File: config.mk
export PLATFORM = sky130hd
export DESIGN_NAME = fetch_issue
export DESIGN_NICKNAME = d
export VERILOG_FILES = /design/src/rtl/ooo_core_pkg.sv /design/src/rtl/fetch_issue.sv
export VERILOG_INCLUDE_DIRS = /design/src /design/src/rtl
export SDC_FILE = /design/constraint.sdc
export NUM_CORES = 1
export LEC_CHECK = 0
export ABC_CLOCK_PERIOD_IN_PS = 2360
export BUFFER_PORTS_ARGS = -buffer_cell sky130_fd_sc_hd__clkbuf_2
export CAP_MARGIN = 20
export CELL_PAD_IN_SITES_DETAIL_PLACEMENT = 1
export CELL_PAD_IN_SITES_GLOBAL_PLACEMENT = 1
export CORE_MARGIN = 4
export CORE_UTILIZATION = 36
export DETAILED_ROUTE_END_ITERATION = 12
export PLACE_DENSITY = 0.83
export SLEW_MARGIN = 40
export SYNTH_ARGS = -nofsm -noshare
export SYNTH_HDL_FRONTEND = slang
export SYNTH_SLANG_ARGS = --single-unit
File: constraint.sdc
create_clock -name clk -period 2.36 [get_ports clk]
set_input_delay 0 -clock clk [delete_from_list [all_inputs] [get_ports clk]]
set_output_delay 0 -clock clk [all_outputs]
set_load 0.005 [all_outputs]
File: src/rtl/ooo_core_macros.svh
`ifndef OOO_CORE_MACROS_SVH
`define OOO_CORE_MACROS_SVH

// datapath width
`define OOO_XLEN 32

// reorder buffer entries, kept a power of two so the pointers wrap
`define OOO_ROB_DEPTH 8

// one ALU behind each station
`define OOO_NUM_RS 2

`endif
File: src/rtl/ooo_core_pkg.sv
`include "ooo_core_macros.svh"

package ooo_core_pkg;

    typedef logic [`OOO_XLEN-1:0] word_t;
    typedef logic [4:0] reg_idx_t;
    typedef logic [$clog2(`OOO_ROB_DEPTH)-1:0] rob_tag_t;
    typedef logic [3:0] alu_op_t;

    // integer ALU operations
    localparam alu_op_t ALU_ADD  = 4'd0;
    localparam alu_op_t ALU_SUB  = 4'd1;
    localparam alu_op_t ALU_SLL  = 4'd2;
    localparam alu_op_t ALU_SLT  = 4'd3;
    localparam alu_op_t ALU_SLTU = 4'd4;
    localparam alu_op_t ALU_XOR  = 4'd5;
    localparam alu_op_t ALU_SRL  = 4'd6;
    localparam alu_op_t ALU_SRA  = 4'd7;
    localparam alu_op_t ALU_OR   = 4'd8;
    localparam alu_op_t ALU_AND  = 4'd9;

    typedef enum logic [1:0] {
        FETCH_REQ,
        FETCH_WAIT,
        FETCH_HOLD
    } fetch_state_t;

endpackage

File: src/rtl/fetch_issue.sv
`timescale 1ns/1ps
`include "ooo_core_macros.svh"

module fetch_issue (
    input  logic                          clk,
    input  logic                          rst_n_i,
    input  logic                          instr_mem_resp_i,
    input  ooo_core_pkg::word_t           instr_mem_rdata_i,
    input  logic                          rob_full_i,
    input  logic [`OOO_NUM_RS-1:0]        rs_empty_i,
    output logic                          instr_read_o,
    output ooo_core_pkg::word_t           instr_mem_address_o,
    output logic                          rob_load_o,
    output logic [`OOO_NUM_RS-1:0]        rs_load_o,
    output logic                          alloc_o,
    output ooo_core_pkg::reg_idx_t        rd_o,
    output ooo_core_pkg::reg_idx_t        rs1_o,
    output ooo_core_pkg::reg_idx_t        rs2_o,
    output logic                          use_imm_o,
    output ooo_core_pkg::word_t           imm_o,
    output ooo_core_pkg::alu_op_t         alu_op_o
);

    localparam logic [6:0] OPC_OP     = 7'b0110011;
    localparam logic [6:0] OPC_OP_IMM = 7'b0010011;

    ooo_core_pkg::fetch_state_t state_q;
    ooo_core_pkg::fetch_state_t state_d;
    ooo_core_pkg::word_t        pc_q;
    ooo_core_pkg::word_t        ir_q;
    logic [6:0]                 opcode;
    logic [2:0]                 funct3;
    logic                       alt_f7;
    logic                       issue;
    logic [`OOO_NUM_RS-1:0]     pick;

    //////////////////////////////////////////////////////////////////////
    // fetch
    //////////////////////////////////////////////////////////////////////

    always_comb begin
        state_d = state_q;
        case (state_q)
            ooo_core_pkg::FETCH_REQ:  state_d = ooo_core_pkg::FETCH_WAIT;
            ooo_core_pkg::FETCH_WAIT: if (instr_mem_resp_i) state_d = ooo_core_pkg::FETCH_HOLD;
            // next request goes out right after the issue edge
            ooo_core_pkg::FETCH_HOLD: if (issue) state_d = ooo_core_pkg::FETCH_WAIT;
            default:                  state_d = ooo_core_pkg::FETCH_REQ;
        endcase
    end

    always_ff @(posedge clk or negedge rst_n_i) begin
        if (!rst_n_i) begin
            state_q <= ooo_core_pkg::FETCH_REQ;
            pc_q    <= '0;
        end else begin
            state_q <= state_d;
            if (issue) begin
                pc_q <= pc_q + 32'd4;
            end
        end
    end

    always_ff @(posedge clk) begin
        if (state_q == ooo_core_pkg::FETCH_WAIT && instr_mem_resp_i) begin
            ir_q <= instr_mem_rdata_i;
        end
    end

    assign instr_read_o        = (state_q == ooo_core_pkg::FETCH_WAIT);
    assign instr_mem_address_o = pc_q;

    //////////////////////////////////////////////////////////////////////
    // decode and issue
    //////////////////////////////////////////////////////////////////////

    assign opcode    = ir_q[6:0];
    assign funct3    = ir_q[14:12];
    assign alt_f7    = ir_q[30];
    assign rd_o      = ir_q[11:7];
    assign rs1_o     = ir_q[19:15];
    assign rs2_o     = ir_q[24:20];
    assign use_imm_o = (opcode == OPC_OP_IMM);
    assign imm_o     = {{20{ir_q[31]}}, ir_q[31:20]};

    always_comb begin
        case (funct3)
            3'b000:  alu_op_o = (opcode == OPC_OP && alt_f7) ? ooo_core_pkg::ALU_SUB
                                                               : ooo_core_pkg::ALU_ADD;
            3'b001:  alu_op_o = ooo_core_pkg::ALU_SLL;
            3'b010:  alu_op_o = ooo_core_pkg::ALU_SLT;
            3'b011:  alu_op_o = ooo_core_pkg::ALU_SLTU;
            3'b100:  alu_op_o = ooo_core_pkg::ALU_XOR;
            // srai keeps bit 30 in its immediate too
            3'b101:  alu_op_o = alt_f7 ? ooo_core_pkg::ALU_SRA : ooo_core_pkg::ALU_SRL;
            3'b110:  alu_op_o = ooo_core_pkg::ALU_OR;
            default: alu_op_o = ooo_core_pkg::ALU_AND;
        endcase
    end

    // lowest empty station wins
    assign pick = rs_empty_i & (~rs_empty_i + 1'b1);

    assign issue      = (state_q == ooo_core_pkg::FETCH_HOLD) && !rob_full_i && (|rs_empty_i);
    assign rob_load_o = issue;
    assign alloc_o    = issue;
    assign rs_load_o  = issue ? pick : '0;

    // memory answers only an outstanding request
    a_resp_when_read: assert property (@(posedge clk) disable iff (!rst_n_i)
        instr_mem_resp_i |-> instr_read_o);

endmodule

Word level (Yosys, flattened, before mapping)
Index checks and enable logic that the tools add are counted.
{"block": "totals", "ff_bits": 66, "latchBits": 0, "mem_bits_rw": 0, "rom_bits": 0, "inputBits": 38, "out_inout_bits": 89, "word_cells": 35, "n_memories": 0}
{"block": "classes", "addsub": 2, "mul": 0, "n_div": 0, "magnitude_cmp": 0, "eq_ne": 12, "shift": 0, "mux": 7, "bitwise_logic": 2, "reduce_logical": 9}
{"op": "$add A32 B3 Y32 const B", "n": 1}
{"op": "$pmux W4 S7", "n": 1}
{"op": "$eq A3 B3 Y1 const B", "n": 3}
{"op": "$eq A7 B5 Y1 const B", "n": 1}
{"op": "$eq A7 B6 Y1 const B", "n": 1}
{"op": "$eq A3 B2 Y1 const B", "n": 2}
{"op": "$mux W2", "n": 3}
{"op": "$pmux W2 S3", "n": 1}
{"op": "$logic_and A1 B1 Y1", "n": 4}
{"op": "$ne A2 B2 Y1 const B", "n": 2}
{"op": "$eq A3 B1 Y1 const B", "n": 1}
{"op": "$logic_not A3 Y1", "n": 1}
{"op": "$add A2 B1 Y2 const B", "n": 1}
{"op": "$and A2 B2 Y2", "n": 1}
{"op": "$eq A2 B1 Y1 const B", "n": 1}
{"op": "$eq A2 B2 Y1 const B", "n": 1}
{"op": "$logic_not A2 Y1", "n": 1}
{"op": "$mux W1", "n": 2}
{"op": "$not A2 Y2", "n": 1}
{"op": "$reduce_and A2 Y1", "n": 1}
{"op": "$reduce_or A2 Y1", "n": 1}
{"op": "$logic_not A1 Y1", "n": 1}

Longest topological paths before layout
Gate-level depths: netlist of the first run.
{"block": "logic_depth", "word_depth": 5, "ltp_mapped": 5, "depth_no_buf": 5}

Worst setup path before layout of the first run
OpenSTA, ideal clock, no wires.
{"block": "synth_timing", "path_kind": "register to register", "start": "register state_q[1]", "end": "register ir_q[0] (enable)", "t_arrival_ps": 1419, "path_slack_ps": 548, "stages_incl_launch_ff": 3, "path_buffers": 0, "path_cell_list": "dfrtp_1 nor2b_1 and2_1"}
{"block": "synth_via", "elab_chain_len": 2}
{"item": "start, declared", "line_no": "fetch_issue.sv:27", "source": "ooo_core_pkg::fetch_state_t state_q;"}
{"item": "start signal, assigned", "line_no": "fetch_issue.sv:54", "source": "state_q <= ooo_core_pkg::FETCH_REQ;"}
{"item": "start signal, assigned", "line_no": "fetch_issue.sv:57", "source": "state_q <= state_d;"}
{"item": "$eq A2 B1 Y1"}
{"item": "named net instr_read_o", "line_no": "fetch_issue.sv:11", "source": "output logic instr_read_o,"}
{"item": "$logic_and A1 B1 Y1", "line_no": "fetch_issue.sv:65", "source": "if (state_q == ooo_core_pkg::FETCH_WAIT && instr_mem_resp_i) begin"}
{"item": "end signal, assigned", "line_no": "fetch_issue.sv:66", "source": "ir_q <= instr_mem_rdata_i;"}
{"item": "end, declared", "line_no": "fetch_issue.sv:30", "source": "ooo_core_pkg::word_t ir_q;"}
The timed path passes the listed nets, and every way through them passes these cells.
A chain may end at the register's enable or synchronous reset.

Worst setup path after layout of the first run
{"block": "layout_timing", "start": "register pc_q[10], in the netlist instr_mem_address_o[10]", "end": "register pc_q[24], in the netlist instr_mem_address_o[24]"}
{"block": "layout_via", "elab_chain_len": 1}
{"item": "start, declared", "line_no": "fetch_issue.sv:29", "source": "ooo_core_pkg::word_t pc_q;"}
{"item": "start signal, assigned", "line_no": "fetch_issue.sv:59", "source": "pc_q <= pc_q + 32'd4;"}
{"item": "$add A32 B3 Y32", "line_no": "fetch_issue.sv:59"}
Every way passes these cells.

==> flow_summary.ini, run 1 <==
[setup_path]
crit_required_ps = 2580
arrival_ps = 2100
crit_buf_inv = 0
crit_path_start_kind = flip-flop
critical-path-max-stage-delay_ps = 730
endpoint_kind = flip-flop
critPathMaxFanout = 15
cp_slowest_cell = nor4_4
cp_cell_sequence = nand3_2 > nor4_4 > nand4b_1 > xnor2_1
critical_path_class = flip-flop to flip-flop
path_delay_family = simple AND/OR/NAND/NOR gates

[layout]
area_growth_pct = 31.2
drive_gt1_frac = 0.417
utilization = 0.495
final_nets = 389
fill_cells = 865

[floorplanning]
die_width_um = 98.7
pin_count = 127
die_area_mm2 = 0.00973
die_h_um = 98.7
design.core.area_mm2 = 0.00785
start_util = 0.377
rows = 32

[placed_design]
gp_congestion = 0.829
io_buffers = 124
dp_hpwl_mm = 4.93

[timing]
finalClockSkew_ps = 7.96
relSlewSlack = 0.484
setup_tns_ps = 0
fin_crit_ps = 1870
setup_viol = 0
final_max_slew_viol_count = 0
rsz0062_at_grt = no
final_hold_viol_count = 0
fmax_mhz = 533
tightest_slew_ps = 768
period_share = 0.794
whs_ps = 90.3

[global_route]
antenna_found_initial = 1
grt_use_total = 0.147
grt_pass1_wl_mm = 11.4
grt.overflow.total = 0
grt_pass1_vias = 2270
grt_max_degree = 33

[yosys]
synth-seq-cells = 64
synth_area_mm2 = 0.00296
syn_inst = 231
yosysSeqAreaShare = 0.595
yosysUniqueCellTypes = 38
syn_area_per_cell_um2 = 12.8
ys_warn_count = 0

[clock_tree]
cts.sinks = 64
cts-buffers-inserted = 9
root_buffer = clkbuf_8
cts.clk_slew.worst_paths_ps = 70
hold_buffers = 34
cts_tree = done
clkLatencyLatePin_ps = 340
cts_repair_resize_count = 0
htreeDepth = 3
cts_setup_buffers = 0
clock_path_buffers = 2

[route]
num_vias = 2113
drt_iter0_markers = 27
post_drt_wl_per_cell_um = 15.3
viasPerCell = 4.61
postRouteAntennaNets = 0
first_pass_iters = 4
drc = 0
drt_wl_total_mm = 6.99

[pwr]
irDropWorstVdd_uv = 337
leakage_uw = 0.00183
power.density_mw_per_mm2 = 751

[status]
status = complete, no violations

[hold_path]
hold_class = primary input to async pin

[flow_run]
max_cap_viol_count = 0
==> report_power, final <==
part           leakage (µW)  internal, µW  switching [µW]
logic              0.000989           259             245
registers          0.000736          1350             108
clock network      0.000103           543             406
total               0.00183          2160             760
==> layer usage <==
metal,up-vias,share of wire,track usage
met5,-,0,0
li1,992,-,-
met4,0,0.013,0.0599
met2,94,0.49,0.244
met3,10,0.082,0.0510
met1,1017,0.41,0.174
==> cells by family (layout without fill, tap and decap cells) <==
family                   Yosys count  count (layout)  share of synthesized area
AO/OA/AOI/OAI                      9               9                     0.0220
XOR/XNOR                          29              29                     0.0858
adder cells (fa/ha/maj)            1               1                    0.00423
buffers and inverters             57             180                      0.142
flip-flops                        64              64                      0.595
multiplexers                       1               1                    0.00338
other                              1               3                    0.00127
AND/OR/NAND/NOR                   69              69                      0.146
==> cell usage after synthesis, drive strengths merged <==
library cell / number / area share
clkbuf: 1 / 0.0047
and3: 7 / 0.015
dfrtp: 32 / 0.27
and2: 7 / 0.016
nand4: 11 / 0.023
nand4b: 2 / 0.0059
o211ai: 2 / 0.0051
nand2: 14 / 0.018
nand4bb: 1 / 0.0038
and4: 4 / 0.013
o21bai: 1 / 0.0025
mux2i: 1 / 0.0034
nor3: 1 / 0.0017
nor4b: 1 / 0.0030
inv: 4 / 0.0051
a221oi: 1 / 0.0030
nor4: 1 / 0.0072
nor3b: 1 / 0.0025
ha: 1 / 0.0042
xor2: 4 / 0.012
conb: 1 / 0.0013
a311oi: 1 / 0.0030
and4bb: 1 / 0.0042
nand2b: 1 / 0.0021
nor2: 4 / 0.0059
edfxtp: 32 / 0.32
o211a: 1 / 0.0034
nor2b: 4 / 0.0085
xnor2: 25 / 0.074
nand3: 9 / 0.017
o21ai: 3 / 0.0051
buf: 52 / 0.13
==> worst reg2reg max path: cells and delay by family (launching register included) <==
kind	cells	cell delay, ps
XOR/XNOR	1	200
flip-flops	1	440
AND/OR/NAND/NOR	3	1130
==> final cells by class <==
type | count | area (µm²) | share of cell area
Multi-Input combinational cell | 111 | 781 | 0.201
Inverter | 4 | 15.0 | 0.00387
Timing Repair Buffer | 160 | 996 | 0.257
Clock buffer | 13 | 159 | 0.0409
Tap cell | 102 | 128 | 0.0329
Sequential cell | 64 | 1760 | 0.454
Antenna cell | 1 | 2.50 | 0.000645
Clock inverter | 3 | 40.0 | 0.0103
==> path summary, 6_finish.rpt <==
kind	startpoint	endpoint	slack, ps	cells past startpoint
max in group asynchronous	rst_n_i	instr_mem_address_o[10]$_DFFE_PN0P_	1850	3
min reg2reg	instr_mem_address_o[25]$_DFFE_PN0P_	instr_mem_address_o[25]$_DFFE_PN0P_	500	1
min in group clk	rob_full_i	instr_mem_address_o[5]$_DFFE_PN0P_	160	4
max	instr_mem_address_o[10]$_DFFE_PN0P_	instr_mem_address_o[24]$_DFFE_PN0P_	490	4
max reg2reg	instr_mem_address_o[10]$_DFFE_PN0P_	instr_mem_address_o[24]$_DFFE_PN0P_	490	4
min	rst_n_i	instr_mem_address_o[18]$_DFFE_PN0P_	90	2
==> sequential cells by signal (all words and copies together) (netlist names) <==
signal               cells
ir_q                    32
instr_mem_address_o     30
state_q                  2
==> stage by stage <==
stage	setup WS [ps]	instances	cell area [µm²]	total power, µW
CTS	530	456	3850	2950
detailed placement	534	406	3310	1950
floorplan	548	232	2960	1830
global route	374	458	3880	3080
global placement	604	406	3310	1930
finish	485	458	3880	2920
==> layout by cell type (no fill, tap or decap), types with 3 or more instances in the layout <==
cell / n
dlygate4sd3_1: 34
xor2_1: 4
o21ai_0: 3
dfrtp_1: 32
clkbuf_2: 123
nand3_1: 8
xnor2_1: 25
nand4_1: 11
edfxtp_1: 32
and2_1: 5
and3_1: 7
nand2_1: 14
inv_1: 4
nor2b_1: 4
clkbuf_8: 11
nor2_1: 3
No activity file was read; power rests on OpenSTA's default activity.
==> inputs of run 2 (changes only) <==
- ABC_CLOCK_PERIOD_IN_PS: 2360 -> 1930
- clock period: 2.36 -> 1.93 ns (I/O delays scaled with it)
==> flow_summary.ini, run 2 (synthesis results as in run 1) <==
[timing]
fmax_mhz = 583
period_share = 0.889
setup_tns_ps = 0
final_max_slew_viol_count = 0
finalClockSkew_ps = 8.35
setup_viol = 0
relSlewSlack = 0.521
rsz0062_at_grt = no
tightest_slew_ps = 718
fin_crit_ps = 1720
final_hold_viol_count = 0

[layout]
final_common_cell = clkbuf_2
utilization = 0.497
largest_reg_flops = 32
drive_gt1_frac = 0.419
regMostFlops = ir_q
final_nets = 390
area_growth_pct = 31.9
final_cell_mix = clkbuf_2 (123), dlygate4sd3_1 (34), dfrtp_1 (32), edfxtp_1 (32), xnor2_1 (25)

[global_route]
grt_max_degree = 33
grt_pass1_wl_mm = 11.3
grt_pass1_vias = 2273
grt.overflow.total = 0
antenna_found_initial = 1
grt_use_total = 0.144

[route]
drt_wl_total_mm = 6.79
viasPerCell = 4.63
first_pass_iters = 4
drt_iter0_markers = 29
num_vias = 2123
post_drt_wl_per_cell_um = 14.8
postRouteAntennaNets = 0
drc = 0

[clock_tree]
cts-buffers-inserted = 9
cts_setup_buffers = 0
clkLatencyLatePin_ps = 330
cts.sinks = 64
htreeDepth = 3
root_buffer = clkbuf_8
cts.clk_slew.worst_paths_ps = 70
cts_tree = done
clock_path_buffers = 2

[setup_path]
critical_path_class = flip-flop to flip-flop
crit_required_ps = 2140
arrival_ps = 1930
critPathMaxFanout = 4
cp_slowest_cell = nor3_1
critical-path-max-stage-delay_ps = 480
r2r_slack_ps = 210
endpoint_kind = flip-flop
crit_path_start_kind = flip-flop
cp_cell_sequence = ha_1 > nand4bb_1 > nor3_1 > nand4_1 > xnor2_1

[status]
status = complete, no violations

[placed_design]
dp_hpwl_mm = 4.89
gp_congestion = 0.837
io_buffers = 124

[floorplanning]
die_area_mm2 = 0.00973
pin_count = 127
start_util = 0.377
rows = 32
design.core.area_mm2 = 0.00785
die_h_um = 98.7
die_width_um = 98.7

[flow_run]
max_cap_viol_count = 0

[pwr]
irDropWorstVdd_uv = 409
leakage_uw = 0.00184
power.density_mw_per_mm2 = 933

[hold_path]
hold_class = primary input to flip-flop
## run 2: cell count changes in the layout (fill, tap and decap cells not counted)
| cell | change |
|---|---|
| buf_12 | +1 |
| buf_4 | +1 |
| buf_16 | -1 |
| clkbuf_16 | +1 |
| clkinv_2 | -1 |
## run 2: per-layer routing
metal,wire length (µm),vias to the layer above,track usage,part of all wire
met5,0,-,0,0
met4,109,0,0.0525,0.016
met3,548,11,0.0432,0.081
met2,3330,97,0.244,0.49
met1,2810,1022,0.175,0.41
li1,-,993,-,-
## run 2: what timing repair did
action	4_1_cts	5_1_grt
hold endpoints to repair	65	0
hold buffers	34	0
gates resized for setup	0	0
## run 2: worst paths after layout
kind,start,endpoint,depth (start not counted)
hold / removal,rob_full_i,instr_mem_address_o[2]$_DFFE_PN0P_,4
min in group asynchronous,rst_n_i,instr_mem_address_o[19]$_DFFE_PN0P_,2
max in group asynchronous,rst_n_i,instr_mem_address_o[11]$_DFFE_PN0P_,2
setup reg to reg,instr_mem_address_o[2]$_DFFE_PN0P_,instr_mem_address_o[16]$_DFFE_PN0P_,5
setup / recovery,instr_mem_address_o[2]$_DFFE_PN0P_,instr_mem_address_o[16]$_DFFE_PN0P_,5
hold reg to reg,instr_mem_address_o[31]$_DFFE_PN0P_,instr_mem_address_o[31]$_DFFE_PN0P_,1
## run 2: worst max-delay path: cells and delay by family (launching register included)
kind | cells | cell delay (ps)
flip-flops | 1 | 420
adder cells (fa/ha/maj) | 1 | 200
AND/OR/NAND/NOR | 3 | 820
XOR/XNOR | 1 | 150
## run 2: layout make-up
cell class | count | area, µm²
fill | 878 | 3950
clock inverter | 2 | 35.0
sequential | 64 | 1760
multi-input combinational | 111 | 781
inverter | 4 | 15.0
antenna | 1 | 2.50
tap | 102 | 128
timing repair buffer | 161 | 996
clock buffer | 14 | 184
## run 2: metrics by stage
| stage | setup slack, ps | cells | hold slack (ps) | area (µm²) | total power, µW |
|---|---|---|---|---|---|
| 6_report | 214 | 459 | 171 | 3900 | 3640 |
| 5_1_grt | 59.5 | 459 | 202 | 3900 | 3850 |
| 4_1_cts | 198 | 458 | 157 | 3900 | 3700 |
| 3_5_place_dp | 223 | 408 | 133 | 3340 | 2410 |
| 3_3_place_gp | 381 | 408 | 129 | 3340 | 2380 |
| 2_1_floorplan | 118 | 232 | -296 | 2960 | 2240 |
## run 2: power by group
| part | switching, µW | leakage, µW | internal (µW) | total (µW) |
|---|---|---|---|---|
| clock | 481 | 0.000112 | 745 | 1230 |
| sequential | 132 | 0.000736 | 1650 | 1790 |
| combinational | 301 | 0.000991 | 329 | 630 |
| total | 913 | 0.00184 | 2730 | 3640 |
