===== src/rtl/ooo_core_macros.svh =====
`ifndef OOO_CORE_MACROS_SVH
`define OOO_CORE_MACROS_SVH

// datapath width
`define OOO_XLEN 32

// reorder buffer entries, kept a power of two so the pointers wrap
`define OOO_ROB_DEPTH 8

// one ALU behind each station
`define OOO_NUM_RS 2

`endif

===== src/rtl/ooo_core_pkg.sv =====
`include "ooo_core_macros.svh"

package ooo_core_pkg;

    typedef logic [`OOO_XLEN-1:0] word_t;
    typedef logic [4:0] reg_idx_t;
    typedef logic [$clog2(`OOO_ROB_DEPTH)-1:0] rob_tag_t;
    typedef logic [3:0] alu_op_t;

    // integer ALU operations
    localparam alu_op_t ALU_ADD  = 4'd0;
    localparam alu_op_t ALU_SUB  = 4'd1;
    localparam alu_op_t ALU_SLL  = 4'd2;
    localparam alu_op_t ALU_SLT  = 4'd3;
    localparam alu_op_t ALU_SLTU = 4'd4;
    localparam alu_op_t ALU_XOR  = 4'd5;
    localparam alu_op_t ALU_SRL  = 4'd6;
    localparam alu_op_t ALU_SRA  = 4'd7;
    localparam alu_op_t ALU_OR   = 4'd8;
    localparam alu_op_t ALU_AND  = 4'd9;

    typedef enum logic [1:0] {
        FETCH_REQ,
        FETCH_WAIT,
        FETCH_HOLD
    } fetch_state_t;

endpackage


===== src/rtl/reorder_buffer.sv =====
`timescale 1ns/1ps
`include "ooo_core_macros.svh"

module reorder_buffer (
    input  logic                                            clk,
    input  logic                                            rst_n_i,
    input  logic                                            rob_load_i,
    input  ooo_core_pkg::reg_idx_t                          rd_i,
    input  logic [`OOO_NUM_RS-1:0]                          exec_valid_i,
    input  ooo_core_pkg::rob_tag_t [`OOO_NUM_RS-1:0]        exec_tag_i,
    input  ooo_core_pkg::word_t [`OOO_NUM_RS-1:0]           exec_data_i,
    output ooo_core_pkg::rob_tag_t                          issue_tag_o,
    output logic                                            rob_full_o,
    output logic [`OOO_ROB_DEPTH-1:0]                       done_o,
    output ooo_core_pkg::word_t [`OOO_ROB_DEPTH-1:0]        result_o,
    output logic                                            commit_valid_o,
    output ooo_core_pkg::reg_idx_t                          commit_rd_o,
    output ooo_core_pkg::rob_tag_t                          commit_tag_o,
    output ooo_core_pkg::word_t                             commit_data_o
);

    localparam int CNT_W = $clog2(`OOO_ROB_DEPTH) + 1;

    ooo_core_pkg::rob_tag_t                   head_q;
    ooo_core_pkg::rob_tag_t                   tail_q;
    logic [CNT_W-1:0]                         count_q;
    logic [`OOO_ROB_DEPTH-1:0]                busy_q;
    logic [`OOO_ROB_DEPTH-1:0]                done_q;
    ooo_core_pkg::reg_idx_t                   rd_q [`OOO_ROB_DEPTH];
    ooo_core_pkg::word_t [`OOO_ROB_DEPTH-1:0] result_q;

    //////////////////////////////////////////////////////////////////////
    // pointers and entry status
    //////////////////////////////////////////////////////////////////////

    always_ff @(posedge clk or negedge rst_n_i) begin
        if (!rst_n_i) begin
            head_q  <= '0;
            tail_q  <= '0;
            count_q <= '0;
            busy_q  <= '0;
            done_q  <= '0;
        end else begin
            // stations always finish on distinct tags
            for (int i = 0; i < `OOO_NUM_RS; i++) begin
                if (exec_valid_i[i]) begin
                    done_q[exec_tag_i[i]] <= 1'b1;
                end
            end
            if (rob_load_i) begin
                busy_q[tail_q] <= 1'b1;
                done_q[tail_q] <= 1'b0;
                tail_q         <= tail_q + 1'b1;
            end
            if (commit_valid_o) begin
                busy_q[head_q] <= 1'b0;
                done_q[head_q] <= 1'b0;
                head_q         <= head_q + 1'b1;
            end
            count_q <= count_q + CNT_W'(rob_load_i) - CNT_W'(commit_valid_o);
        end
    end

    always_ff @(posedge clk) begin
        if (rob_load_i) begin
            rd_q[tail_q] <= rd_i;
        end
        for (int i = 0; i < `OOO_NUM_RS; i++) begin
            if (exec_valid_i[i]) begin
                result_q[exec_tag_i[i]] <= exec_data_i[i];
            end
        end
    end

    //////////////////////////////////////////////////////////////////////
    // outputs
    //////////////////////////////////////////////////////////////////////

    assign issue_tag_o    = tail_q;
    assign rob_full_o     = (count_q == CNT_W'(`OOO_ROB_DEPTH));
    assign done_o         = done_q;
    assign result_o       = result_q;
    assign commit_valid_o = busy_q[head_q] && done_q[head_q];
    assign commit_rd_o    = rd_q[head_q];
    assign commit_tag_o   = head_q;
    assign commit_data_o  = result_q[head_q];

    a_no_load_full: assert property (@(posedge clk) disable iff (!rst_n_i)
        rob_load_i |-> !rob_full_o);

    for (genvar g = 0; g < `OOO_NUM_RS; g++) begin : g_chk
        a_exec_busy: assert property (@(posedge clk) disable iff (!rst_n_i)
            exec_valid_i[g] |-> busy_q[exec_tag_i[g]] && !done_q[exec_tag_i[g]]);
    end

endmodule


===== config.mk =====
export PLATFORM = sky130hd
export DESIGN_NAME = reorder_buffer
export DESIGN_NICKNAME = d
export VERILOG_FILES = /design/src/rtl/ooo_core_pkg.sv /design/src/rtl/reorder_buffer.sv
export VERILOG_INCLUDE_DIRS = /design/src /design/src/rtl
export SDC_FILE = /design/constraint.sdc
export NUM_CORES = 1
export LEC_CHECK = 0
export ABC_AREA = 1
export BUFFER_PORTS_ARGS = -buffer_cell sky130_fd_sc_hd__buf_4
export CELL_PAD_IN_SITES_DETAIL_PLACEMENT = 0
export CELL_PAD_IN_SITES_GLOBAL_PLACEMENT = 1
export CORE_AREA = 8 8 213 215
export CTS_CLUSTER_DIAMETER = 50
export DETAILED_ROUTE_END_ITERATION = 6
export DIE_AREA = 0 0 221 223
export PLACE_DENSITY_LB_ADDON = 0.1
export SYNTH_ARGS = -nofsm -noshare
export SYNTH_HDL_FRONTEND = slang
export SYNTH_SLANG_ARGS = --single-unit

===== constraint.sdc =====
create_clock -name clk -period 3 [get_ports clk]
set_clock_uncertainty 0.1 [all_clocks]
set_input_delay 0.6 -clock clk [delete_from_list [all_inputs] [get_ports clk]]
set_output_delay 0.6 -clock clk [all_outputs]
set_load 0.005 [all_outputs]

; ---- Yosys cells after proc, flatten, opt, wreduce, memory -nomap -nowiden
; Memories as Yosys holds them, arrays and structs flattened.
; Index checks and enable logic that the tools add are counted.
[word_totals]
regBits = 282
latchBits = 0
ram_bits = 40
rom_bits = 0
input_bits = 80
out_inout_bits = 309
elab_cells = 70
n_memories = 1
[mem_list]
columns = name, words, word_bits, read_ports, rd_ports_with_merged_regs, wr, line_no
row1 = rd_q, 8, 5, 1, 0, 1, reorder_buffer.sv:29  ; ooo_core_pkg::reg_idx_t rd_q [`OOO_ROB_DEPTH];
[op_classes]
n_addsub = 4
n_mul = 0
div = 0
magnitude_cmp = 8
eq_ne = 1
shifts = 0
mux = 30
bitwise = 8
reduce_logical = 5
[ops]
columns = operator, n
row1 = bitwise mux 256 bit, 2
row2 = 2-to-1 mux 256 bit, 2
row3 = demux 32 bit (select 3 bit), 2
row4 = binary-select mux 32 bit (select 3 bit), 1
row5 = 2-to-1 mux 32 bit, 3
row6 = 2-to-1 mux 8 bit, 6
row7 = bitwise AND 8 bit, 3
row8 = OR 8 bit, 3
row9 = "< comparator 3 x 4 -> 1 bit, second input constant", 4
row10 = NOT 8 bit, 2
row11 = demux 1 bit (select 3 bit), 4
row12 = "greater-or-equal comparator 3 x 1 -> 1 bit, second input constant", 4
row13 = 2-to-1 mux 1 bit, 8
row14 = "adder 3 x 1 -> 3 bit, second input constant", 2
row15 = binary-select mux 1 bit (select 3 bit), 2
row16 = logical AND 1 bit, 5
row17 = adder 4 x 1 -> 4 bit, 1
row18 = "equality test 4 bit, second input constant", 1
row19 = subtractor 4 x 1 -> 4 bit, 1

; ---- Logic depth before layout (Yosys ltp)
; Gate-level depths: netlist of the first run.
[logic_depth]
word_depth = 12
ltp_mapped = 17
ltp_nobuf = 15

; ---- Worst setup path before layout of the first run
; No wires, ideal clock.
[synth_timing]
path_kind = register -> register
start = register head_q[0] (netlist: commit_tag_o[0])
end = register count_q[2]
setup_time_ns = 0.123
arrival_ns = 2.280
required_time_ns = 2.777
slack_ns = 0.498
stages_incl_launch_ff = 17
n_path_buf = 2
synth_period_minus_slack_ns = 2.502
cell_sequence = dfrtp_1 > inv_2 > buf_6 > nand2_1 > nand3_1 > nand2_1 > inv_1 > nand2_2 > nand2_1 > clkbuf_8 > inv_1 > ha_1 > inv_1 > ha_1 > inv_1 > fa_1 > xnor2_1
[synth_via]
elab_chain_cells = 4
elab_cells_between_ends = 6
classes_between = add/sub (1) / mux (4) / reduce/logical (1)
[synth_lines]
columns = element, line_no
row1 = "start, declared", reorder_buffer.sv:24  ; ooo_core_pkg::rob_tag_t head_q;
row2 = "start signal, assigned", reorder_buffer.sv:58  ; head_q <= head_q + 1'b1;
row3 = binary-select mux 1 bit (select 3 bit), reorder_buffer.sv:83  ; assign commit_valid_o = busy_q[head_q] && done_q[head_q];
row4 = 2-to-1 mux 1 bit (implied by the code), reorder_buffer.sv:83
row5 = logical AND 1 bit *, reorder_buffer.sv:83
row6 = named net commit_valid_o, reorder_buffer.sv:16  ; output logic commit_valid_o,
row7 = subtractor 4 x 1 -> 4 bit *, reorder_buffer.sv:60  ; count_q <= count_q + CNT_W'(rob_load_i) - CNT_W'(commit_valid_o);
row8 = "end signal, assigned", reorder_buffer.sv:60
row9 = "end, declared", reorder_buffer.sv:26  ; logic [CNT_W-1:0] count_q;
; The timed path passes the listed nets; every way through them passes the cells marked *. The select of a mux whose other input is x is not followed.
; A chain may end at the register's enable or synchronous reset.

; ---- Worst setup path in the final report of the first run
[layout_timing]
start = register head_q[1] (netlist: commit_tag_o[1])
end = output commit_data_o[25]
[layout_via]
elab_chain_cells = 2
[layout_lines]
columns = element, line_no
row1 = binary-select mux 32 bit (select 3 bit), reorder_buffer.sv:86  ; assign commit_data_o = result_q[head_q];
row2 = 2-to-1 mux 32 bit (implied by the code), reorder_buffer.sv:86
row3 = "end, declared", reorder_buffer.sv:19  ; output ooo_core_pkg::word_t commit_data_o
; No other way between the ends. The select of a mux whose other input is x is not followed.

==> out/results.ini, run 1 <==
[synthesis]
synth_edf_count = 40
yosysMostFrequentCell = nand2_1
synth.area.top_cells = dfxtp_1 (33%), nand2_1 (9.7%), o211ai_1 (9.1%)
synth_top_flop_cell = dfxtp_1
async_reset_ff_frac = 0.0807
synth_fp_nets = 2179
ys_ff_latch = 322
synth_cell_types = 34
yosysTopAreaCellShare = 0.327
syn_avg_cell_area_um2 = 7.49
synthCells = 2091
ys_warn_count = 0
yosys.area.top_type = dfxtp_1
synth_commonest_cells = nand2_1 (406), inv_1 (298), dfxtp_1 (256), o21ai_0 (217), o211ai_1 (189)
synth-seq-area-share = 0.446
synth.cell_area_um2 = 15700

[worst_setup_path]
worst_setup_path_start_kind = register
cp.arrival_ns = 2.22
worstPathRequired_ns = 2.30
crit_chain = buf_6, inv_2, nand3_4, buf_12, buf_4, o22ai_1, nor2_1, nand2_1, buf_4
worst-path-buf-inv = 5
crit_top_cell = buf_4
end_kind = output port
cp_max_fo = 12
critPathTopFamily = buffers and inverters
max_stage_delay_ns = 0.39
critPathSlowestCell = dfrtp_1
path_class = register to output port

[finish]
drive_above_1_share = 0.247
finalInstanceArea_um2 = 21000
multi_input_area_um2 = 6790
fillers = 4166
seqCellArea_um2 = 6980
nets = 2517
area_delta_synth_final_pct = 33.9

[power]
p_sw_frac = 0.372
p_leak_nw = 10.2
clkPwrFrac = 0.287
powerDensity_nw_per_um2 = 963
power.total_mw = 20.2
p_int_mw = 12.7
p_seq_frac = 0.311
switchingPower_mw = 7.52
vdd_ir_drop_max_uv = 519
comb_power_share = 0.403

[run]
maxCapViolations = 0

[global_routing]
grt_pass1_vias = 16100
grt_max_degree = 66
met3_usage = 0.0550
grt.total_usage = 0.271
antenna_found_initial = 2
grt_overflow = 0
grt_busiest_layer = met2
met2_usage = 0.448
grt_pass1_wl_um = 103000
use_met1 = 0.345

[min_path]
hold_class = input pin to register

[clock_network]
clk_pin_slew_ns = 0.06
clockRootBuffer = clkbuf_16
cts_inserted_buffers = 45
clock-sinks = 322
clockBufferDepth = 3
cts_tree = built
clock_latency_ns = 0.57
cts_max_level = 2

[drt]
routed-via-count = 16400
first_pass_iters = 5
drt-initial-drc-count = 1414
postRouteWirelength_um = 69900
ant_nets = 0
drc_errors = 0
wl_per_cell_um = 23.2
vias_per_cell = 5.45

[sta]
post-route-period-util = 0.972
slew_viol_final = 0
rsz0062_at_grt = true
finalSetupViolations = 0
finalHoldViolations = 0
max_slew_margin = 0.434
fin_crit_ns = 2.92
fmax_mhz = 343
tightest_slew_ns = 0.849

[floorplanning]
die_h_um = 223
start_util = 0.370
placementRows = 76
design.core.area_um2 = 42300
dieArea_um2 = 49300
ios = 389
chipWidth_um = 221

[placement]
io_buffers = 388
dp_hpwl_um = 49400
gp_congestion = 0.864
placed_area_um2 = 19000

[status]
outcome = finished, final reports clean

## cell families (layout without fill, tap and decap cells)
family / Yosys count / count (layout) / synth area share
compound gates: 619 / 619 / 0.244
xor+xnor: 4 / 4 / 0.00224
fa+ha+maj: 8 / 8 / 0.00687
buf+inv: 485 / 859 / 0.128
flops: 322 / 322 / 0.446
other cells: 0 / 2 / 0
simple gates: 653 / 654 / 0.173
## flip-flops by register name (all words and copies together), names as in the netlist
name	count
result_o	256
rd_q	40
busy_q	8
done_o	8
count_q	4
commit_tag_o	3
issue_tag_o	3
## cell type report
type	instances	share of cell area
Antenna cell	2	0.000239
Clock buffer	51	0.0578
Inverter	306	0.0560
Tap cell	546	0.0326
Clock inverter	33	0.0196
Multi-Input combinational cell	1285	0.324
Timing Repair Buffer	469	0.177
Sequential cell	322	0.333
## repair_timing
action	in CTS	in global routing
setup endpoints to repair	37	23
setup buffers	13	4
endpoints found under the hold margin	26	0
pin swaps	1	3
hold buffers	1	0
gates cloned	0	2
gates resized for setup	21	8
## power by group through the flow
stage          registers (mW)  logic (mW)  clock network (mW)
2_1_floorplan            6.09        4.01                   0
3_3_place_gp             6.34        7.77                   0
3_5_place_dp             6.35        7.85                   0
4_1_cts                  6.26        8.09                5.87
5_1_grt                  6.37        8.92                6.05
6_report                 6.28        8.13                5.79
## cells in the final DEF (no fill, tap or decap), types with 3 or more instances in the layout
master / instances
inv_6: 4
inv_1: 291
nand2_2: 19
inv_2: 8
nor2_1: 139
buf_12: 12
o22ai_1: 118
edfxtp_1: 40
dfxtp_1: 256
clkinv_4: 5
bufinv_16: 8
ha_1: 7
o21ai_1: 20
clkinv_2: 6
o21ai_0: 217
dfrtp_1: 24
a21oi_1: 16
nand3_1: 57
xor2_1: 3
buf_6: 3
nand3_2: 11
nor2_2: 6
a22oi_1: 22
nor2_4: 4
nand3b_1: 9
clkinvlp_4: 8
nand4_1: 14
a31oi_1: 35
buf_4: 451
clkinv_1: 5
o211ai_1: 189
nand2_1: 389
clkbuf_16: 48
## per-layer routing
layer / vias up / routed length (µm)
met4: 0 / 2470
met2: 712 / 32700
met5: - / 0
met3: 133 / 5230
met1: 7859 / 29500
li1: 7719 / -
## worst paths after layout
kind                            startpoint                end  slack [ns]  depth (start not counted)
max in group asynchronous          rst_n_i    commit_tag_o[2]        2.11                          2
hold / removal                     rd_i[3]         rd_q[4][3]        0.16                          1
min in group asynchronous          rst_n_i         count_q[2]        0.39                          2
setup / recovery           commit_tag_o[1]  commit_data_o[25]        0.08                          9
setup reg to reg           commit_tag_o[0]         count_q[1]        0.44                         16
hold reg to reg              result_o[157]      result_o[157]        0.39                          2
## through the flow
stage | setup slack (ns) | setup TNS (ns) | std cells | utilization | hold slack (ns)
after global routing | -0.0136 | -0.0187 | 3014 | 0.495 | 0.146
final | 0.0841 | 0 | 3014 | 0.495 | 0.161
after detailed placement | 0.216 | 0 | 2908 | 0.450 | 0.382
after floorplan | 0.498 | 0 | 2091 | - | 0.204
after CTS | -0.0152 | -0.0152 | 3006 | 0.493 | 0.132
after global placement | 0.243 | 0 | 2908 | 0.450 | 0.380
(Power assumes the default switching activity.)
==> run 2, diff against run 1 <==
--- a/config.mk
+++ b/config.mk
@@ -15,6 +15,8 @@
 export DETAILED_ROUTE_END_ITERATION = 6
 export DIE_AREA = 0 0 221 223
 export PLACE_DENSITY_LB_ADDON = 0.1
+export REMOVE_ABC_BUFFERS = 1
+export SKIP_CTS_REPAIR_TIMING = 1
 export SYNTH_ARGS = -nofsm -noshare
 export SYNTH_HDL_FRONTEND = slang
 export SYNTH_SLANG_ARGS = --single-unit
==> run 2 against run 1 <==
Effect of this change:
- first-iteration DRC count fell by 2.8%
- critical endpoint is now commit_data_o[28]
- largest power group unchanged
- cell area fell by 0.59%
- global-route usage fell by 0.099 points
- fmax fell by 1.7%
- largest cell class unchanged
- utilization fell by 0.29 points
==> out/results.ini, run 2 (synthesis results as in run 1) <==
[sta]
finalHoldViolations = 0  ; unchanged
slew_viol_final = 0  ; unchanged
finalSetupViolations = 0  ; unchanged
max_slew_margin = 0.460  ; was 0.434
rsz0062_at_grt = true  ; unchanged
tightest_slew_ns = 0.810  ; was 0.849 ns
fin_crit_ns = 2.97  ; was 2.92 ns
post-route-period-util = 0.989  ; was 0.972
fmax_mhz = 337  ; was 343 MHz
setup-tns-final_ns = 0  ; unchanged

[run]
maxCapViolations = 0  ; unchanged

[power]
switchingPower_mw = 7.29  ; was 7.52 mW
powerDensity_nw_per_um2 = 934  ; was 963 nW/µm²
p_int_mw = 12.2  ; was 12.7 mW
power.total_mw = 19.5  ; was 20.2 mW
vdd_ir_drop_max_uv = 711  ; was 519 µV
p_sw_frac = 0.374  ; was 0.372
p_leak_nw = 10.2  ; about the same
comb_power_share = 0.411  ; was 0.403
p_seq_frac = 0.321  ; was 0.311
clkPwrFrac = 0.268  ; was 0.287

[finish]
area_delta_synth_final_pct = 33.1  ; was 33.9%
nets = 2519  ; was 2517
drive_above_1_share = 0.242  ; was 0.247
layout_commonest_cell = buf_4  ; unchanged
most-common-layout-cells = buf_4 (451), nand2_1 (388), inv_1 (294)  ; was buf_4 (451), nand2_1 (389), inv_1 (291)
largest_register_ffs = 256  ; unchanged

[global_routing]
grt_pass1_vias = 15400  ; was 16100
antenna_found_initial = 1  ; was 2
grt_max_degree = 66  ; unchanged
grt_pass1_wl_um = 102000  ; was 103000 µm
grt_overflow = 0  ; unchanged
grt.total_usage = 0.270  ; was 0.271

[worst_setup_path]
critPathTopFamily = buffers and inverters  ; unchanged
cp.arrival_ns = 2.27  ; was 2.22 ns
cp_max_fo = 22  ; was 12
crit_top_cell = buf_4  ; unchanged
worst_setup_path_start_kind = register  ; unchanged
worstPathRequired_ns = 2.30  ; about the same
end_kind = output port  ; unchanged
max_stage_delay_ns = 0.47  ; was 0.39 ns
worst-path-buf-inv = 3  ; was 5
crit_chain = buf_4, nand3_2, buf_12, o22ai_1, nor2_1, nand4_1, buf_4  ; was buf_6, inv_2, nand3_4, buf_12, buf_4, o22ai_1, nor2_1, nand2_1, buf_4
critPathSlowestCell = dfrtp_2  ; was dfrtp_1
path_class = register to output port  ; unchanged

[drt]
routed-via-count = 16300  ; was 16400
drt-initial-drc-count = 1375  ; was 1414
postRouteWirelength_um = 70200  ; was 69900 µm
wl_per_cell_um = 23.3  ; was 23.2 µm
drc_errors = 0  ; unchanged
ant_nets = 0  ; unchanged
vias_per_cell = 5.42  ; was 5.45
first_pass_iters = 6  ; was 5

[floorplanning]
placementRows = 76  ; unchanged
chipWidth_um = 221  ; unchanged
dieArea_um2 = 49300  ; unchanged
start_util = 0.370  ; unchanged
die_h_um = 223  ; unchanged
ios = 389  ; unchanged
design.core.area_um2 = 42300  ; unchanged

[clock_network]
cts_max_level = 2  ; unchanged
cts_tree = built  ; unchanged
cts_inserted_buffers = 43  ; was 45
clk_pin_slew_ns = 0.05  ; was 0.06 ns
clockRootBuffer = clkbuf_16  ; unchanged
clock_latency_ns = 0.57  ; about the same
clock-sinks = 322  ; unchanged
clockBufferDepth = 3  ; unchanged

[placement]
io_buffers = 388  ; unchanged
dp_hpwl_um = 48500  ; was 49400 µm
gp_congestion = 0.855  ; was 0.864

[min_path]
hold_class = input pin to register  ; unchanged

[status]
outcome = finished, final reports clean  ; unchanged

==> run 2: per-stage QoR <==
step                setup WS (ns)  utilization  std cells  instance area (µm²)  hold WS [ns]
finish                     0.0324        0.493       3010                20800         0.182
global route              -0.0405        0.492       3009                20800         0.172
CTS                        -0.233        0.487       2992                20600        -0.171
detailed placement          0.372        0.453       2915                19200         0.395
global placement            0.450        0.453       2915                19200         0.380
floorplan                  -0.422            -       1912                14800         0.204
==> run 2: layer usage <==
metal	track usage	routed length, µm	vias up
met5	0	10	-
met4	0.113	2710	2
met3	0.0471	4810	130
met2	0.438	32400	685
met1	0.352	30200	7769
li1	-	-	7724
==> run 2: path summary, 6_finish.rpt <==
check	start	to	slack (ns)	depth (start not counted)
worst max-delay path	commit_tag_o[1]	commit_data_o[28]	0.03	7
worst min-delay path	rd_i[0]	rd_q[7][0]	0.18	1
worst max register to register	commit_tag_o[2]	count_q[2]	0.45	15
worst min register to register	result_o[208]	result_o[208]	0.40	2
max in group asynchronous	rst_n_i	commit_tag_o[1]	2.11	2
min in group asynchronous	rst_n_i	issue_tag_o[0]	0.39	2
==> run 2: area by class of cell <==
class	count	area, µm²
Fill cell	4175	21500
Clock inverter	14	148
Multi-Input combinational cell	1284	6760
Clock buffer	63	1290
Tap cell	546	683
Antenna cell	1	2.50
Timing Repair Buffer	474	3810
Inverter	306	1160
Sequential cell	322	6980
==> run 2: power by group through the flow <==
stage	registers [mW]	logic (mW)	clock network, mW
floorplan	6.13	3.57	0
global placement	6.31	7.72	0
detailed placement	6.32	7.82	0
CTS	6.24	7.85	5.30
global route	6.34	8.79	5.47
finish	6.25	8.00	5.22
==> run 3, diff against run 2 <==
--- a/config.mk
+++ b/config.mk
@@ -10,13 +10,14 @@
 export BUFFER_PORTS_ARGS = -buffer_cell sky130_fd_sc_hd__buf_4
 export CELL_PAD_IN_SITES_DETAIL_PLACEMENT = 0
 export CELL_PAD_IN_SITES_GLOBAL_PLACEMENT = 1
-export CORE_AREA = 8 8 213 215
+export CORE_AREA = 8 8 221 223
 export CTS_CLUSTER_DIAMETER = 50
 export DETAILED_ROUTE_END_ITERATION = 6
-export DIE_AREA = 0 0 221 223
+export DIE_AREA = 0 0 229 231
 export PLACE_DENSITY_LB_ADDON = 0.1
 export REMOVE_ABC_BUFFERS = 1
 export SKIP_CTS_REPAIR_TIMING = 1
+export SKIP_LAST_GASP = 1
 export SYNTH_ARGS = -nofsm -noshare
 export SYNTH_HDL_FRONTEND = slang
 export SYNTH_SLANG_ARGS = --single-unit
==> run 3 against run 2 <==
Effect of this change:
- non-clock buffer count is 8 lower
- sequential share of layout area down 0.054 points
- utilization shrank 3.0 points
- sequential power up 0.8%
- highest routed layer unchanged
==> out/results.ini, run 3 (synthesis results as in run 1) <==
[sta]
tightest_slew_ns = 0.749  ; was 0.810 ns
finalSetupViolations = 0  ; unchanged
fmax_mhz = 337  ; unchanged
post-route-period-util = 0.989  ; about the same
setup-tns-final_ns = 0  ; unchanged
fin_crit_ns = 2.97  ; about the same
max_slew_margin = 0.499  ; was 0.460
rsz0062_at_grt = true  ; unchanged
finalHoldViolations = 0  ; unchanged
setup_ws_ns = 0.0324  ; about the same
slew_viol_final = 0  ; unchanged

[drt]
routed-via-count = 16200  ; was 16300
met3_length_um = 5290  ; was 4810 µm
postRouteWirelength_um = 71500  ; was 70200 µm
ant_nets = 0  ; unchanged
first_pass_iters = 6  ; unchanged
wl_met2_um = 34000  ; was 32400 µm
drc_errors = 0  ; unchanged
wl_met1_um = 29700  ; was 30200 µm
drt-initial-drc-count = 1327  ; was 1375
wl_per_cell_um = 23.4  ; was 23.3 µm
highest_layer = met5  ; unchanged
vias_per_cell = 5.30  ; was 5.42

[global_routing]
grt_pass1_vias = 15600  ; was 15400
grt_overflow = 0  ; unchanged
grt_pass1_wl_um = 105000  ; was 102000 µm
grt_max_degree = 66  ; unchanged
grt.total_usage = 0.258  ; was 0.270
antenna_found_initial = 5  ; was 1

[worst_setup_path]
reg2reg_depth = 15  ; unchanged
cp_max_fo = 20  ; was 22
end_kind = output port  ; unchanged
cp.arrival_ns = 2.27  ; about the same
path_class = register to output port  ; unchanged
worst_setup_path_start_kind = register  ; unchanged
worstPathRequired_ns = 2.30  ; about the same

[floorplanning]
placementRows = 78  ; was 76
die_h_um = 231  ; was 223 µm
chipWidth_um = 229  ; was 221 µm
ios = 389  ; unchanged
dieArea_um2 = 52900  ; was 49300 µm²
start_util = 0.347  ; was 0.370
design.core.area_um2 = 45100  ; was 42300 µm²

[clock_network]
clockRootBuffer = clkbuf_16  ; unchanged
clock-sinks = 322  ; unchanged
clk_pin_slew_ns = 0.06  ; was 0.05 ns
cts_tree = built  ; unchanged
clock_latency_ns = 0.57  ; about the same
clockBufferDepth = 3  ; unchanged
cts_inserted_buffers = 45  ; was 43
cts_max_level = 2  ; unchanged

[finish]
largest_register_ffs = 256  ; unchanged
nets = 2513  ; was 2519
finalNonFillerCells = 3057  ; was 3010
area_delta_synth_final_pct = 33.3  ; was 33.1%
layout_commonest_cell = buf_4  ; unchanged
drive_above_1_share = 0.239  ; was 0.242
most-common-layout-cells = buf_4 (442), nand2_1 (390), inv_1 (296)  ; was buf_4 (451), nand2_1 (388), inv_1 (294)

[min_path]
min_path_cells = 1  ; unchanged
hold_class = input pin to register  ; unchanged

[placement]
dp_cells = 2964  ; was 2915
dp_hpwl_um = 50200  ; was 48500 µm
io_buffers = 388  ; unchanged
dp_slack_ns = 0.330  ; was 0.372 ns
gp_congestion = 0.865  ; was 0.855

[run]
maxCapViolations = 0  ; unchanged

[status]
outcome = finished, final reports clean  ; unchanged

[power]
powerDensity_nw_per_um2 = 936  ; was 934 nW/µm²
vdd_ir_drop_max_uv = 591  ; was 711 µV
p_leak_nw = 10.2  ; about the same

==> run 3: cell type report <==
cell class	instances	area [µm²]
fillers	4563	24200
well taps	600	751
inverters	306	1160
repair buffers	466	3750
clock buffers	59	1260
multi-input cells	1284	6760
diodes	2	5.00
clock inverters	18	213
flip-flops and latches	322	6980
==> run 3: worst paths after layout <==
check	start	slack (ns)	endpoint
worst max-delay path	commit_tag_o[0]	0.03	commit_data_o[11]
worst max register to register	commit_tag_o[2]	0.51	count_q[2]
max in group asynchronous	rst_n_i	2.11	commit_tag_o[1]
worst min register to register	result_o[93]	0.40	result_o[93]
worst min-delay path	rd_i[4]	0.16	rd_q[0][4]
min in group asynchronous	rst_n_i	0.37	issue_tag_o[0]
==> run 3: layer usage <==
layer | up-vias | global-route usage
li1 | 7732 | -
met1 | 7630 | 0.326
met2 | 703 | 0.433
met3 | 129 | 0.0520
met4 | 6 | 0.0972
met5 | - | 0
==> run 3: critical path: stages, from the launching register on <==
cell	delay, ns
dfrtp_2	0.48
buf_4	0.21
nand3_4	0.17
buf_12	0.22
o22ai_1	0.10
nor2_1	0.16
nand4_1	0.19
buf_4	0.19
==> run 3: power breakdown <==
group	internal, mW	total (mW)	switching, mW
registers	5.42	6.30	0.875
logic	3.51	7.88	4.37
clock network	3.29	5.35	2.06
total	12.2	19.5	7.30
==> run 3: through the flow <==
step	utilization	hold slack, ns	cell area [µm²]	power [mW]
after global routing	0.463	0.158	20900	20.7
final	0.463	0.163	20900	19.5
after floorplan	-	0.204	14800	9.70
after CTS	0.459	-0.175	20700	19.5
after global placement	0.426	0.376	19200	14.1
after detailed placement	0.426	0.387	19200	14.1
